### src/verilog/eth_rx_pkg.sv
////////////////////////////////////////
// Frame constants and types for the receive path
// FFCP ethertype is fixed at 88B5, the FCS is never checked
////////////////////////////////////////
package eth_rx_pkg;

	localparam int BYTE_LEN = 8;
	localparam int DIBIT_LEN = 2;
	localparam int DIBITS_PER_BYTE_LEN = $clog2(BYTE_LEN / DIBIT_LEN);

	// Ethernet framing
	localparam logic [BYTE_LEN-1:0] SFD_BYTE = 8'hd5;
	localparam logic [BYTE_LEN-1:0] PREAMBLE_BYTE = 8'h55;
	localparam int MAC_HEADER_LEN = 12;
	localparam int MAC_CNT_LEN = $clog2(MAC_HEADER_LEN);
	localparam int ETHERTYPE_LEN = 16;
	localparam logic [ETHERTYPE_LEN-1:0] ETHERTYPE_FFCP = 16'h88b5;

	// Video RAM geometry, one FGP block per offset value
	localparam int COLOR_LEN = 16;
	localparam int COLORS_PER_BLOCK = 16;
	localparam int BLOCK_IDX_LEN = $clog2(COLORS_PER_BLOCK);
	localparam int VRAM_ADDR_LEN = 12;

	typedef enum logic [BYTE_LEN-1:0] {
		SYN = 8'd0,
		MSG = 8'd1,
		ACK = 8'd2
	} ffcp_type_t;

	typedef enum logic [3:0] {
		IDLE,
		PREAMBLE,
		MAC,
		ETHERTYPE,
		FFCP_TYPE,
		FFCP_INDEX,
		FGP_OFFSET,
		PAYLOAD,
		DROP
	} parse_state_t;

	// One received byte with its strobe
	typedef struct packed {
		logic strobe;
		logic [BYTE_LEN-1:0] data;
	} byte_beat_t;

	typedef struct packed {
		ffcp_type_t ftype;
		logic [BYTE_LEN-1:0] index;
	} ffcp_meta_t;

	// One write to the video RAM port
	typedef struct packed {
		logic we;
		logic [VRAM_ADDR_LEN-1:0] addr;
		logic [COLOR_LEN-1:0] color;
	} vram_wr_t;

endpackage

### src/verilog/rmii_dibit_assembler.sv
////////////////////////////////////////
// Dibits arrive LSB first, four per byte
// A partial byte at the end of a frame is lost
////////////////////////////////////////
`timescale 1ns/1ps

module rmii_dibit_assembler (
	input logic clk,
	input logic eth_rx_downstream_rst,
	input logic crs_dv,
	input logic [eth_rx_pkg::DIBIT_LEN-1:0] rxd,
	output eth_rx_pkg::byte_beat_t rx_byte,
	output logic frame_end
);

	// Registered line state, dv_q also serves as the previous crs_dv level
	logic dv_q;
	logic [eth_rx_pkg::DIBIT_LEN-1:0] rxd_q;
	logic [eth_rx_pkg::DIBITS_PER_BYTE_LEN-1:0] dibit_cnt;
	logic [eth_rx_pkg::BYTE_LEN-1:0] shift_q;
	logic [eth_rx_pkg::BYTE_LEN-1:0] next_byte;

	// New dibit enters from the top so the first one ends up in bits 1:0
	assign next_byte = {rxd_q, shift_q[eth_rx_pkg::BYTE_LEN-1:eth_rx_pkg::DIBIT_LEN]};

	always_ff @(posedge clk) begin
		rxd_q <= rxd;
		if (dv_q) begin
			shift_q <= next_byte;
		end
		if (dv_q && (&dibit_cnt)) begin
			rx_byte.data <= next_byte;
		end
	end

	always_ff @(posedge clk) begin
		if (eth_rx_downstream_rst) begin
			dv_q <= 1'b0;
			dibit_cnt <= '0;
			rx_byte.strobe <= 1'b0;
			frame_end <= 1'b0;
		end else begin
			dv_q <= crs_dv;
			frame_end <= dv_q & ~crs_dv;
			rx_byte.strobe <= dv_q & (&dibit_cnt);
			// Leftover dibits are dropped once the carrier goes away
			if (dv_q) begin
				dibit_cnt <= dibit_cnt + 1'b1;
			end else begin
				dibit_cnt <= '0;
			end
		end
	end

endmodule

### src/verilog/ffcp_frame_parser.sv
////////////////////////////////////////
// Only FFCP frames pass, others are dropped without err
// frame_end always returns the parser to IDLE
////////////////////////////////////////
`timescale 1ns/1ps

module ffcp_frame_parser (
	input logic clk,
	input logic eth_rx_downstream_rst,
	input eth_rx_pkg::byte_beat_t rx_byte,
	input logic frame_end,
	output logic meta_valid,
	output eth_rx_pkg::ffcp_meta_t meta,
	output logic setoff,
	output logic [eth_rx_pkg::BYTE_LEN-1:0] offset,
	output eth_rx_pkg::byte_beat_t pay_byte,
	output logic err
);

	eth_rx_pkg::parse_state_t state_q;
	eth_rx_pkg::parse_state_t state_d;
	logic [eth_rx_pkg::MAC_CNT_LEN-1:0] cnt_q;
	logic [eth_rx_pkg::MAC_CNT_LEN-1:0] cnt_d;
	logic [eth_rx_pkg::BYTE_LEN-1:0] eth_hi_q;
	eth_rx_pkg::ffcp_type_t ftype_q;
	logic meta_hit;
	logic setoff_hit;
	logic pay_hit;
	logic pending;

	always_comb begin
		state_d = state_q;
		cnt_d = cnt_q;
		meta_hit = 1'b0;
		setoff_hit = 1'b0;
		pay_hit = 1'b0;
		if (rx_byte.strobe) begin
			case (state_q)
				eth_rx_pkg::IDLE,
				eth_rx_pkg::PREAMBLE: begin
					cnt_d = '0;
					if (rx_byte.data == eth_rx_pkg::SFD_BYTE) begin
						state_d = eth_rx_pkg::MAC;
					end else if (rx_byte.data == eth_rx_pkg::PREAMBLE_BYTE) begin
						state_d = eth_rx_pkg::PREAMBLE;
					end else begin
						state_d = eth_rx_pkg::DROP;
					end
				end
				eth_rx_pkg::MAC: begin
					if (cnt_q == eth_rx_pkg::MAC_CNT_LEN'(eth_rx_pkg::MAC_HEADER_LEN - 1)) begin
						cnt_d = '0;
						state_d = eth_rx_pkg::ETHERTYPE;
					end else begin
						cnt_d = cnt_q + 1'b1;
					end
				end
				eth_rx_pkg::ETHERTYPE: begin
					// Ethertype is big-endian, high byte comes first
					if (cnt_q == '0) begin
						cnt_d = cnt_q + 1'b1;
					end else if ({eth_hi_q, rx_byte.data} == eth_rx_pkg::ETHERTYPE_FFCP) begin
						state_d = eth_rx_pkg::FFCP_TYPE;
					end else begin
						state_d = eth_rx_pkg::DROP;
					end
				end
				eth_rx_pkg::FFCP_TYPE: begin
					state_d = eth_rx_pkg::FFCP_INDEX;
				end
				eth_rx_pkg::FFCP_INDEX: begin
					meta_hit = 1'b1;
					state_d = eth_rx_pkg::FGP_OFFSET;
				end
				eth_rx_pkg::FGP_OFFSET: begin
					setoff_hit = 1'b1;
					state_d = eth_rx_pkg::PAYLOAD;
				end
				eth_rx_pkg::PAYLOAD: begin
					pay_hit = 1'b1;
				end
				default: begin
					state_d = eth_rx_pkg::DROP;
				end
			endcase
		end
	end

	// Frame still short of its payload after this cycle's byte
	assign pending = state_d inside {eth_rx_pkg::PREAMBLE, eth_rx_pkg::MAC,
		eth_rx_pkg::ETHERTYPE, eth_rx_pkg::FFCP_TYPE, eth_rx_pkg::FFCP_INDEX,
		eth_rx_pkg::FGP_OFFSET};

	always_ff @(posedge clk) begin
		if (eth_rx_downstream_rst) begin
			state_q <= eth_rx_pkg::IDLE;
			cnt_q <= '0;
			meta_valid <= 1'b0;
			setoff <= 1'b0;
			pay_byte.strobe <= 1'b0;
			err <= 1'b0;
		end else begin
			state_q <= frame_end ? eth_rx_pkg::IDLE : state_d;
			cnt_q <= cnt_d;
			meta_valid <= meta_hit;
			setoff <= setoff_hit;
			pay_byte.strobe <= pay_hit;
			err <= frame_end & pending;
		end
	end

	// Header fields and payload data
	always_ff @(posedge clk) begin
		if (rx_byte.strobe && state_q == eth_rx_pkg::ETHERTYPE) begin
			eth_hi_q <= rx_byte.data;
		end
		if (rx_byte.strobe && state_q == eth_rx_pkg::FFCP_TYPE) begin
			ftype_q <= eth_rx_pkg::ffcp_type_t'(rx_byte.data);
		end
		if (meta_hit) begin
			meta.ftype <= ftype_q;
			meta.index <= rx_byte.data;
		end
		if (setoff_hit) begin
			offset <= rx_byte.data;
		end
		if (pay_hit) begin
			pay_byte.data <= rx_byte.data;
		end
	end

endmodule

### src/verilog/vram_color_writer.sv
////////////////////////////////////////
// High byte first, colors wrap inside the block
// RAM must take a write on any cycle
////////////////////////////////////////
`timescale 1ns/1ps

module vram_color_writer (
	input logic clk,
	input logic eth_rx_downstream_rst,
	input logic setoff,
	input logic [eth_rx_pkg::BYTE_LEN-1:0] offset,
	input eth_rx_pkg::byte_beat_t pay_byte,
	output eth_rx_pkg::vram_wr_t vram_wr
);

	logic [eth_rx_pkg::VRAM_ADDR_LEN-1:0] base_q;
	logic [eth_rx_pkg::BLOCK_IDX_LEN-1:0] color_cnt;
	logic [eth_rx_pkg::BYTE_LEN-1:0] hi_q;
	logic half_q;
	logic pair_done;

	assign pair_done = pay_byte.strobe & half_q;

	always_ff @(posedge clk) begin
		if (eth_rx_downstream_rst) begin
			base_q <= '0;
			color_cnt <= '0;
			half_q <= 1'b0;
			vram_wr.we <= 1'b0;
		end else begin
			vram_wr.we <= pair_done;
			if (setoff) begin
				// Block base is offset times COLORS_PER_BLOCK
				base_q <= {offset, {eth_rx_pkg::BLOCK_IDX_LEN{1'b0}}};
				color_cnt <= '0;
				half_q <= 1'b0;
			end else if (pay_byte.strobe) begin
				half_q <= ~half_q;
				if (half_q) begin
					color_cnt <= color_cnt + 1'b1;
				end
			end
		end
	end

	always_ff @(posedge clk) begin
		if (pay_byte.strobe && !half_q) begin
			hi_q <= pay_byte.data;
		end
		if (pair_done) begin
			vram_wr.addr <= base_q + {{(eth_rx_pkg::VRAM_ADDR_LEN -
				eth_rx_pkg::BLOCK_IDX_LEN){1'b0}}, color_cnt};
			vram_wr.color <= {hi_q, pay_byte.data};
		end
	end

endmodule

### src/verilog/eth_rx_top.sv
////////////////////////////////////////
// RMII in, video RAM writes out, no back-pressure
////////////////////////////////////////
`timescale 1ns/1ps

module eth_rx_top (
	input logic clk,
	input logic eth_rx_downstream_rst,
	input logic crs_dv,
	input logic [eth_rx_pkg::DIBIT_LEN-1:0] rxd,
	output logic meta_valid,
	output eth_rx_pkg::ffcp_meta_t meta,
	output logic err,
	output eth_rx_pkg::vram_wr_t vram_wr
);

	eth_rx_pkg::byte_beat_t rx_byte;
	eth_rx_pkg::byte_beat_t pay_byte;
	logic frame_end;
	logic setoff;
	logic [eth_rx_pkg::BYTE_LEN-1:0] offset;

	rmii_dibit_assembler u_assembler (
		.clk(clk),
		.eth_rx_downstream_rst(eth_rx_downstream_rst),
		.crs_dv(crs_dv),
		.rxd(rxd),
		.rx_byte(rx_byte),
		.frame_end(frame_end)
	);

	ffcp_frame_parser u_parser (
		.clk(clk),
		.eth_rx_downstream_rst(eth_rx_downstream_rst),
		.rx_byte(rx_byte),
		.frame_end(frame_end),
		.meta_valid(meta_valid),
		.meta(meta),
		.setoff(setoff),
		.offset(offset),
		.pay_byte(pay_byte),
		.err(err)
	);

	vram_color_writer u_writer (
		.clk(clk),
		.eth_rx_downstream_rst(eth_rx_downstream_rst),
		.setoff(setoff),
		.offset(offset),
		.pay_byte(pay_byte),
		.vram_wr(vram_wr)
	);

endmodule

### config.mk
export PLATFORM = sky130hd
export DESIGN_NAME = eth_rx_top
export DESIGN_NICKNAME = d
export VERILOG_FILES = /design/src/verilog/eth_rx_pkg.sv /design/src/verilog/rmii_dibit_assembler.sv /design/src/verilog/ffcp_frame_parser.sv /design/src/verilog/vram_color_writer.sv /design/src/verilog/eth_rx_top.sv
export SDC_FILE = /design/constraint.sdc
export NUM_CORES = 1
export LEC_CHECK = 0
export ABC_AREA = 1
export ABC_CLOCK_PERIOD_IN_PS = 2700
export BUFFER_PORTS_ARGS = -buffer_cell sky130_fd_sc_hd__buf_4
export CORE_MARGIN = 2
export CORE_UTILIZATION = 45
export DETAILED_ROUTE_END_ITERATION = 16
export PLACE_DENSITY = 0.74
export SYNTH_ARGS = -nofsm -noshare
export SYNTH_HDL_FRONTEND = slang
export SYNTH_SLANG_ARGS = --single-unit
### constraint.sdc
create_clock -name clk -period 2.7 [get_ports clk]
set_clock_uncertainty 0.2 [all_clocks]
set_input_delay 0.135 -clock clk [delete_from_list [all_inputs] [get_ports clk]]
set_output_delay 0.135 -clock clk [all_outputs]
set_load 0.01 [all_outputs]
==> results.sh, run 1 <==
export IMPL_port_buffer_count=51
export IMPL_clkTransAtPathRegs_ns=0.06
export IMPL_vias=2569
export IMPL_holdPathStages=2
export IMPL_grt_pass1_vias=2498
export IMPL_clock_latency_ns=0.51
export IMPL_cp_num_buf_inv=1
export IMPL_synth_avg_cell_area_sq_um=13.6
export IMPL_viasPerCell=4.67
export IMPL_post_cts_buffers=0
export IMPL_min_to="u_assembler.rxd_q[0]"
export IMPL_status="finished, final reports clean"
export IMPL_cts_tree="built"
export IMPL_yosysTopAreaCellShare_pct=65.4
export IMPL_rsz0062_at_grt="no"
export IMPL_grt_pass1_wl_microns=11800
export IMPL_die_h_microns=104
export IMPL_cts_hold_buffers_added=4
export IMPL_power_density_nw_per_um2=790
export IMPL_max_stage_delay_ns=0.54
export IMPL_ys_warn_count=0
export IMPL_grt_usage_pct=14.5
export IMPL_numCtsBuffers=17
export IMPL_worst_pin_slew_ns=0.657
export IMPL_syn_num_nets=339
export IMPL_crit_fanout=8
export IMPL_clockBufferDepth=2
export IMPL_hold_path_class="in -> reg"
export IMPL_cp_common_cell="nor2_1"
export IMPL_crit_family="simple AND/OR/NAND/NOR gates"
export IMPL_htreeDepth=4
export IMPL_fillers=743
export IMPL_ys_flop_type="edfxtp_1"
export IMPL_drv_slew=0
export IMPL_setup_viol=0
export IMPL_worstReg2RegEnd="u_parser.offset[4]"
export IMPL_finalHoldViolCount=0
export IMPL_crit_arrival_ns=1.94
export IMPL_cts_num_sinks=131
export IMPL_rr_startpoint="u_assembler.rx_byte[8]"
export IMPL_setup_ws_ns=0.702
export IMPL_drc_errors=0
export IMPL_num_rows=36
export IMPL_synth_distinct_cells=24
export IMPL_fin_cells=550
export IMPL_post_cts_resized=0
export IMPL_ant_nets=0
export IMPL_core_region_area_sq_um=9730
export IMPL_maxCapViolCount=0
export IMPL_die_w_microns=104
export IMPL_placed_cells=514
export IMPL_place_area_sq_um=5060
export IMPL_cts_root_buffer="clkbuf_8"
export IMPL_vdd_drop_max_uv=616
export IMPL_grt_max_degree=32
export IMPL_grt_overflow_total=0
export IMPL_synth_most_common_cell="edfxtp_1"
export IMPL_netlist_area_sq_um=4500
export IMPL_area_delta_synth_final_pct=26.9
export IMPL_antenna_found_initial=0
export IMPL_max_freq_mhz=501
export IMPL_reg2reg_slack_ns=0.70
export IMPL_dp_hpwl_microns=4530
export IMPL_setup_tns_ns=0
export IMPL_io_pins=52
export IMPL_yosysTopAreaCell="edfxtp_1"
export IMPL_place_ws_ns=0.733
export IMPL_synth_seq_cells=131
export IMPL_crit_type="reg -> reg"
export IMPL_start_kind="register"
export IMPL_min_from="rxd[0]"
export IMPL_syn_inst=330
export IMPL_cp_slowest_cell="nor2_1"
export IMPL_fin_crit_sh_pct=74.0
export IMPL_wl_per_cell_microns=13.2
export IMPL_synth_common_cells="98 x edfxtp_1, 56 x nor2_1, 45 x nand2_1"
export IMPL_gpl_final_weighted_congestion=0.860
export IMPL_ys_seq_area_share_pct=80.0
export IMPL_dieArea_sq_um=10800
export IMPL_synth_area_leaders="edfxtp_1 65%, dfxtp_1 15%, nor2_1 4.7%"
export IMPL_dr_pass1_iters=4
export IMPL_drtIter0Drc=225
export IMPL_initial_core_util_pct=46.3
export IMPL_crit_required_ns=2.64
export IMPL_synth_edf_count=98
export IMPL_period_needed_ns=2.00
export IMPL_worstPathCellList="inv_2 -> nor2_1 -> nand2_1 -> nor2_1"
export IMPL_wl_microns=7270
export IMPL_relSlewSlack_pct=56.0
export IMPL_final_area_sq_um=5720
export IMPL_cp_end_kind="register"
export IMPL_p_leak_nw=2.19
export IMPL_n_antenna_cell=0
export IMPL_synthArstFlopShare_pct=0
export IMPL_fin_nets=413
export IMPL_reg2reg_depth=4
export IMPL_drive_above_1_share_pct=25.2
-- registers in the layout, summed over array words and instances (netlist names), 4 cells and up --
name                 count
u_assembler.rx_byte      9
u_parser.eth_hi_q        8
u_writer.base_q          8
u_assembler.shift_q      6
u_parser.meta           16
u_parser.ftype_q         8
u_writer.hi_q            8
u_parser.offset          8
u_writer.vram_wr        29
u_parser.state_q         4
u_writer.color_cnt       4
u_parser.cnt_q           4
u_parser.pay_byte        9
-- kinds of logic (layout without fill, tap and decap cells) --
kind of cell,after synthesis,count (layout),synth area share [%]
adders and majority gates,4,4,1.11
DFF,131,131,80.0
and+or+nand+nor,135,135,13.3
buffers and inverters,42,129,3.50
AOI/OAI and AO/OA,18,18,2.11
-- metrics by stage --
stage | util [%] | power [W] | hold WS (ns)
2_1_floorplan | - | 0.00220 | -0.0373
5_1_grt | 58.7 | 0.00464 | 0.0370
3_3_place_gp | 52.0 | 0.00221 | 0.0396
4_1_cts | 58.7 | 0.00456 | 0.0372
3_5_place_dp | 52.0 | 0.00221 | 0.0407
6_report | 58.7 | 0.00452 | 0.0730
-- where the power goes --
| part | switching [W] | internal [W] | total, W |
|---|---|---|---|
| combinational | 0.0000117 | 0.00000986 | 0.0000216 |
| sequential | 0.00000466 | 0.00215 | 0.00215 |
| clock | 0.000816 | 0.00153 | 0.00234 |
-- cell usage in the layout (no fill, tap or decap), drive strengths merged --
| cell type | netlist | layout |
|---|---|---|
| buf | 0 | 53 |
| clkinvlp | 0 | 2 |
| dfxtp | 33 | 33 |
| nor3b | 3 | 3 |
| clkinv | 2 | 7 |
| nor3 | 9 | 9 |
| ha | 4 | 4 |
| bufinv | 0 | 4 |
| nor2 | 61 | 61 |
| a21oi | 5 | 5 |
| nand4 | 2 | 2 |
| clkbuf | 2 | 20 |
| nand3 | 10 | 10 |
| nand2 | 50 | 50 |
| edfxtp | 98 | 98 |
| a31oi | 1 | 1 |
| inv | 38 | 39 |
| o21ai | 12 | 12 |
| dlygate4sd3 | 0 | 4 |
-- per-layer routing --
layer  vias up  wire, microns  track usage [%]
met4         0            120             6.08
met2        72           3620             24.0
met1      1215           3120             16.2
met5         -              0                0
met3        15            414             6.58
li1       1267              -                -
-- area by class of cell --
type | count | area [sq um] | area share, %
clock buffers | 20 | 435 | 7.62
multi-input cells | 157 | 742 | 13.0
repair buffers | 57 | 438 | 7.66
clock inverters | 12 | 180 | 3.15
inverters | 40 | 150 | 2.63
well taps | 133 | 166 | 2.91
flip-flops and latches | 131 | 3600 | 63.0
-- how the worst max path moves through the flow --
| stage | start | end | slack (ns) | depth (start not counted) |
|---|---|---|---|---|
| after detailed placement | u_assembler.rx_byte[8] | u_parser.ftype_q[3] | 0.73 | 4 |
| after CTS | u_assembler.rx_byte[8] | u_parser.ftype_q[6] | 0.70 | 4 |
| after floorplan | u_assembler.rx_byte[8] | u_parser.meta[0] | 0.65 | 4 |
| after global placement | u_assembler.rx_byte[8] | u_parser.ftype_q[3] | 0.82 | 4 |
| final | u_assembler.rx_byte[8] | u_parser.offset[4] | 0.70 | 4 |
| after global routing | u_assembler.rx_byte[8] | u_parser.offset[5] | 0.50 | 4 |
Power figures use the tool's default switching activity.
==> run 2: changes to the inputs <==
ABC_AREA = 0   (was 1)
ABC_CLOCK_PERIOD_IN_PS = 1800   (was 2700)
PLACE_DENSITY = 0.77   (was 0.74)
clock period = 1.8 ns   (was 2.7 ns; I/O delays follow)
==> run 2 against run 1 <==
The run now ends with negative setup slack left. Design area up 3.5%. Final cell count down 7.5%. Critical path depth up 2. Via count down 5.8%. Sequential power up 50%. Routed wire length up 2.8%. Clock power up 45%. Synthesized cell count down 22%. Area after synthesis down 2.4%. Utilization up 2.6 points. Sequential cell count unchanged. Die area down 2.4%. Critical path type unchanged. Largest cell class unchanged.
==> results.sh, run 2 <==
export IMPL_port_buffer_count=51
export IMPL_die_w_microns=103
export IMPL_placed_cells=470
export IMPL_drtIter0Drc=185
export IMPL_gpl_final_weighted_congestion=0.841
export IMPL_grt_pass1_vias=2386
export IMPL_critical_path_depth=6
export IMPL_status="finished, violations left"
export IMPL_crit_fanout=3
export IMPL_viasPerCell=4.75
export IMPL_num_rows=36
export IMPL_vdd_drop_max_uv=827
export IMPL_setup_ws_ns=-0.178
export IMPL_p_leak_nw=2.13
export IMPL_initial_core_util_pct=45.6
export IMPL_reg2reg_depth=6
export IMPL_die_h_microns=103
export IMPL_yosysTopAreaCellShare_pct=67.0
export IMPL_synth_area_leaders="edfxtp_1 67%, dfxtp_1 15%, mux2i_1 2.1%"
export IMPL_grt_busiest_layer="met2"
export IMPL_n_antenna_cell=0
export IMPL_rsz0062_at_grt="yes"
export IMPL_grt_usage_pct=15.3
export IMPL_fin_cells=509
export IMPL_drv_slew=0
export IMPL_crit_required_ns=2.01
export IMPL_setup_viol=4
export IMPL_dr_pass1_iters=4
export IMPL_antenna_found_initial=0
export IMPL_clockBufferDepth=2
export IMPL_vias=2420
export IMPL_synth_most_common_cell="edfxtp_1"
export IMPL_numCtsBuffers=17
export IMPL_io_pins=52
export IMPL_yosysTopAreaCell="edfxtp_1"
export IMPL_crit_family="simple AND/OR/NAND/NOR gates"
export IMPL_largest_reg_flops=29
export IMPL_htreeDepth=4
export IMPL_layout_area_seq_sq_um=3600
export IMPL_multiInputGateArea_sq_um=793
export IMPL_max_stage_delay_ns=0.40
export IMPL_violations="negative setup slack"
export IMPL_critPathLaunch="u_parser.eth_hi_q[4]"
export IMPL_synth_avg_cell_area_sq_um=17.1
export IMPL_mostFrequentLayoutCells="98 x edfxtp_1, 87 x buf_4, 33 x dfxtp_1"
export IMPL_core_region_area_sq_um=9640
export IMPL_gr_usage_met3_pct=6.44
export IMPL_syn_num_nets=266
export IMPL_cp_num_buf_inv=0
export IMPL_worst_pin_slew_ns=0.538
export IMPL_crit_type="reg -> reg"
export IMPL_reg2reg_slack_ns=-0.18
export IMPL_grt_max_degree=28
export IMPL_drc_errors=0
export IMPL_start_kind="register"
export IMPL_wl_microns=7480
export IMPL_fillers=693
export IMPL_crit_arrival_ns=2.18
export IMPL_cp_end_kind="register"
export IMPL_drive_above_1_share_pct=35.9
export IMPL_maxCapViolCount=0
export IMPL_worstPathCellList="nor4_2 -> nand4_1 -> a2111oi_4 -> a2bb2oi_2 -> nand3_1 -> and4b_1"
export IMPL_final_common_cell="edfxtp_1"
export IMPL_netlist_area_sq_um=4390
export IMPL_max_freq_mhz=506
export IMPL_grt_pass1_wl_microns=11800
export IMPL_wl_per_cell_microns=14.7
export IMPL_largestRegisters="u_writer.vram_wr (29), u_parser.meta (16)"
export IMPL_grtUsageMet1_pct=19.1
export IMPL_finalHoldViolCount=0
export IMPL_dieArea_sq_um=10600
export IMPL_fin_nets=372
export IMPL_synth_distinct_cells=39
export IMPL_setup_tns_ns=-0.263
export IMPL_worstReg2RegEnd="u_parser.err"
export IMPL_fin_crit_sh_pct=110
export IMPL_clkTransAtPathRegs_ns=0.06
export IMPL_period_needed_ns=1.98
export IMPL_ant_nets=0
export IMPL_met2_usage_pct=23.8
export IMPL_cts_root_buffer="clkbuf_8"
export IMPL_rr_startpoint="u_parser.eth_hi_q[4]"
export IMPL_synth_edf_count=98
export IMPL_synth_common_cells="98 x edfxtp_1, 33 x dfxtp_1, 23 x nor2_1"
export IMPL_hold_ws_ns=0.0236
export IMPL_ys_seq_area_share_pct=82.0
export IMPL_ys_flop_type="edfxtp_1"
export IMPL_area_delta_synth_final_pct=34.7
export IMPL_cts_num_sinks=131
export IMPL_cp_slowest_cell="edfxtp_1"
export IMPL_critPathCapture="u_parser.err"
export IMPL_grt_overflow_total=0
export IMPL_syn_inst=257
export IMPL_power_density_nw_per_um2=1120
export IMPL_cts_tree="built"
export IMPL_hold_path_class="in -> reg"
export IMPL_relSlewSlack_pct=64.1
export IMPL_synthArstFlopShare_pct=0
export IMPL_clock_latency_ns=0.52
export IMPL_regMostFlops="u_writer.vram_wr"
export IMPL_ys_warn_count=0
export IMPL_dp_hpwl_microns=4790
export IMPL_synth_seq_cells=131
==> run 2: repair_timing <==
item / 4_1_cts / 5_1_grt
gates cloned: 0 / 0
hold buffers: 6 / 0
setup endpoints to repair: 5 / 6
pin swaps: 6 / 3
hold endpoints to repair: 33 / 0
buffers inserted: 1 / 0
resized for setup: 5 / 5
==> run 2: area by class of cell <==
class | count | area share [%]
clock buffer | 17 | 7.00
clock inverter | 15 | 3.05
inverter | 7 | 0.444
multi-input combinational | 112 | 13.4
sequential | 131 | 60.9
tap | 133 | 2.81
timing repair buffer | 94 | 12.4
==> run 2: stage by stage <==
stage	worst slack [ns]	total power (W)	util, %	instance area (sq um)
after floorplan	-0.0867	0.00330	-	4400
after global placement	-0.100	0.00331	54.0	5200
after detailed placement	-0.226	0.00332	54.0	5200
after CTS	-0.180	0.00671	61.2	5890
after global routing	-0.296	0.00685	61.4	5920
final	-0.178	0.00665	61.4	5920
==> run 2: how the worst min path moves through the flow <==
stage | start | to | cells past startpoint | slack (ns)
after global routing | rxd[1] | u_assembler.rxd_q[1] | 2 | 0.002
after floorplan | rxd[0] | u_assembler.rxd_q[0] | 0 | -0.08
after global placement | rxd[0] | u_assembler.rxd_q[0] | 1 | -0.005
after detailed placement | rxd[0] | u_assembler.rxd_q[0] | 1 | -0.004
after CTS | rxd[1] | u_assembler.rxd_q[1] | 2 | 0.004
final | rxd[1] | u_assembler.rxd_q[1] | 2 | 0.02
==> run 2: per-layer routing <==
metal	share of wire, %	up-vias
li1	-	1178
met5	0	-
met1	43	1154
met2	50	69
met4	2.1	0
met3	5.1	19
==> run 2: logic make-up after synthesis <==
logic type	count (synthesis)	share of synthesized area, %
DFF	131	82.0
and+or+nand+nor	76	9.48
AOI/OAI and AO/OA	18	3.02
buffers and inverters	14	1.22
muxes	10	2.31
xor gates and xnor gates	4	0.798
adders and majority gates	4	1.14
==> run 2: where the power goes <==
part / switching (W) / internal (W) / leakage [nW]
Clock: 0.00127 / 0.00212 / 0.292
Combinational: 0.0000169 / 0.0000174 / 0.686
Sequential: 0.00000638 / 0.00322 / 1.15
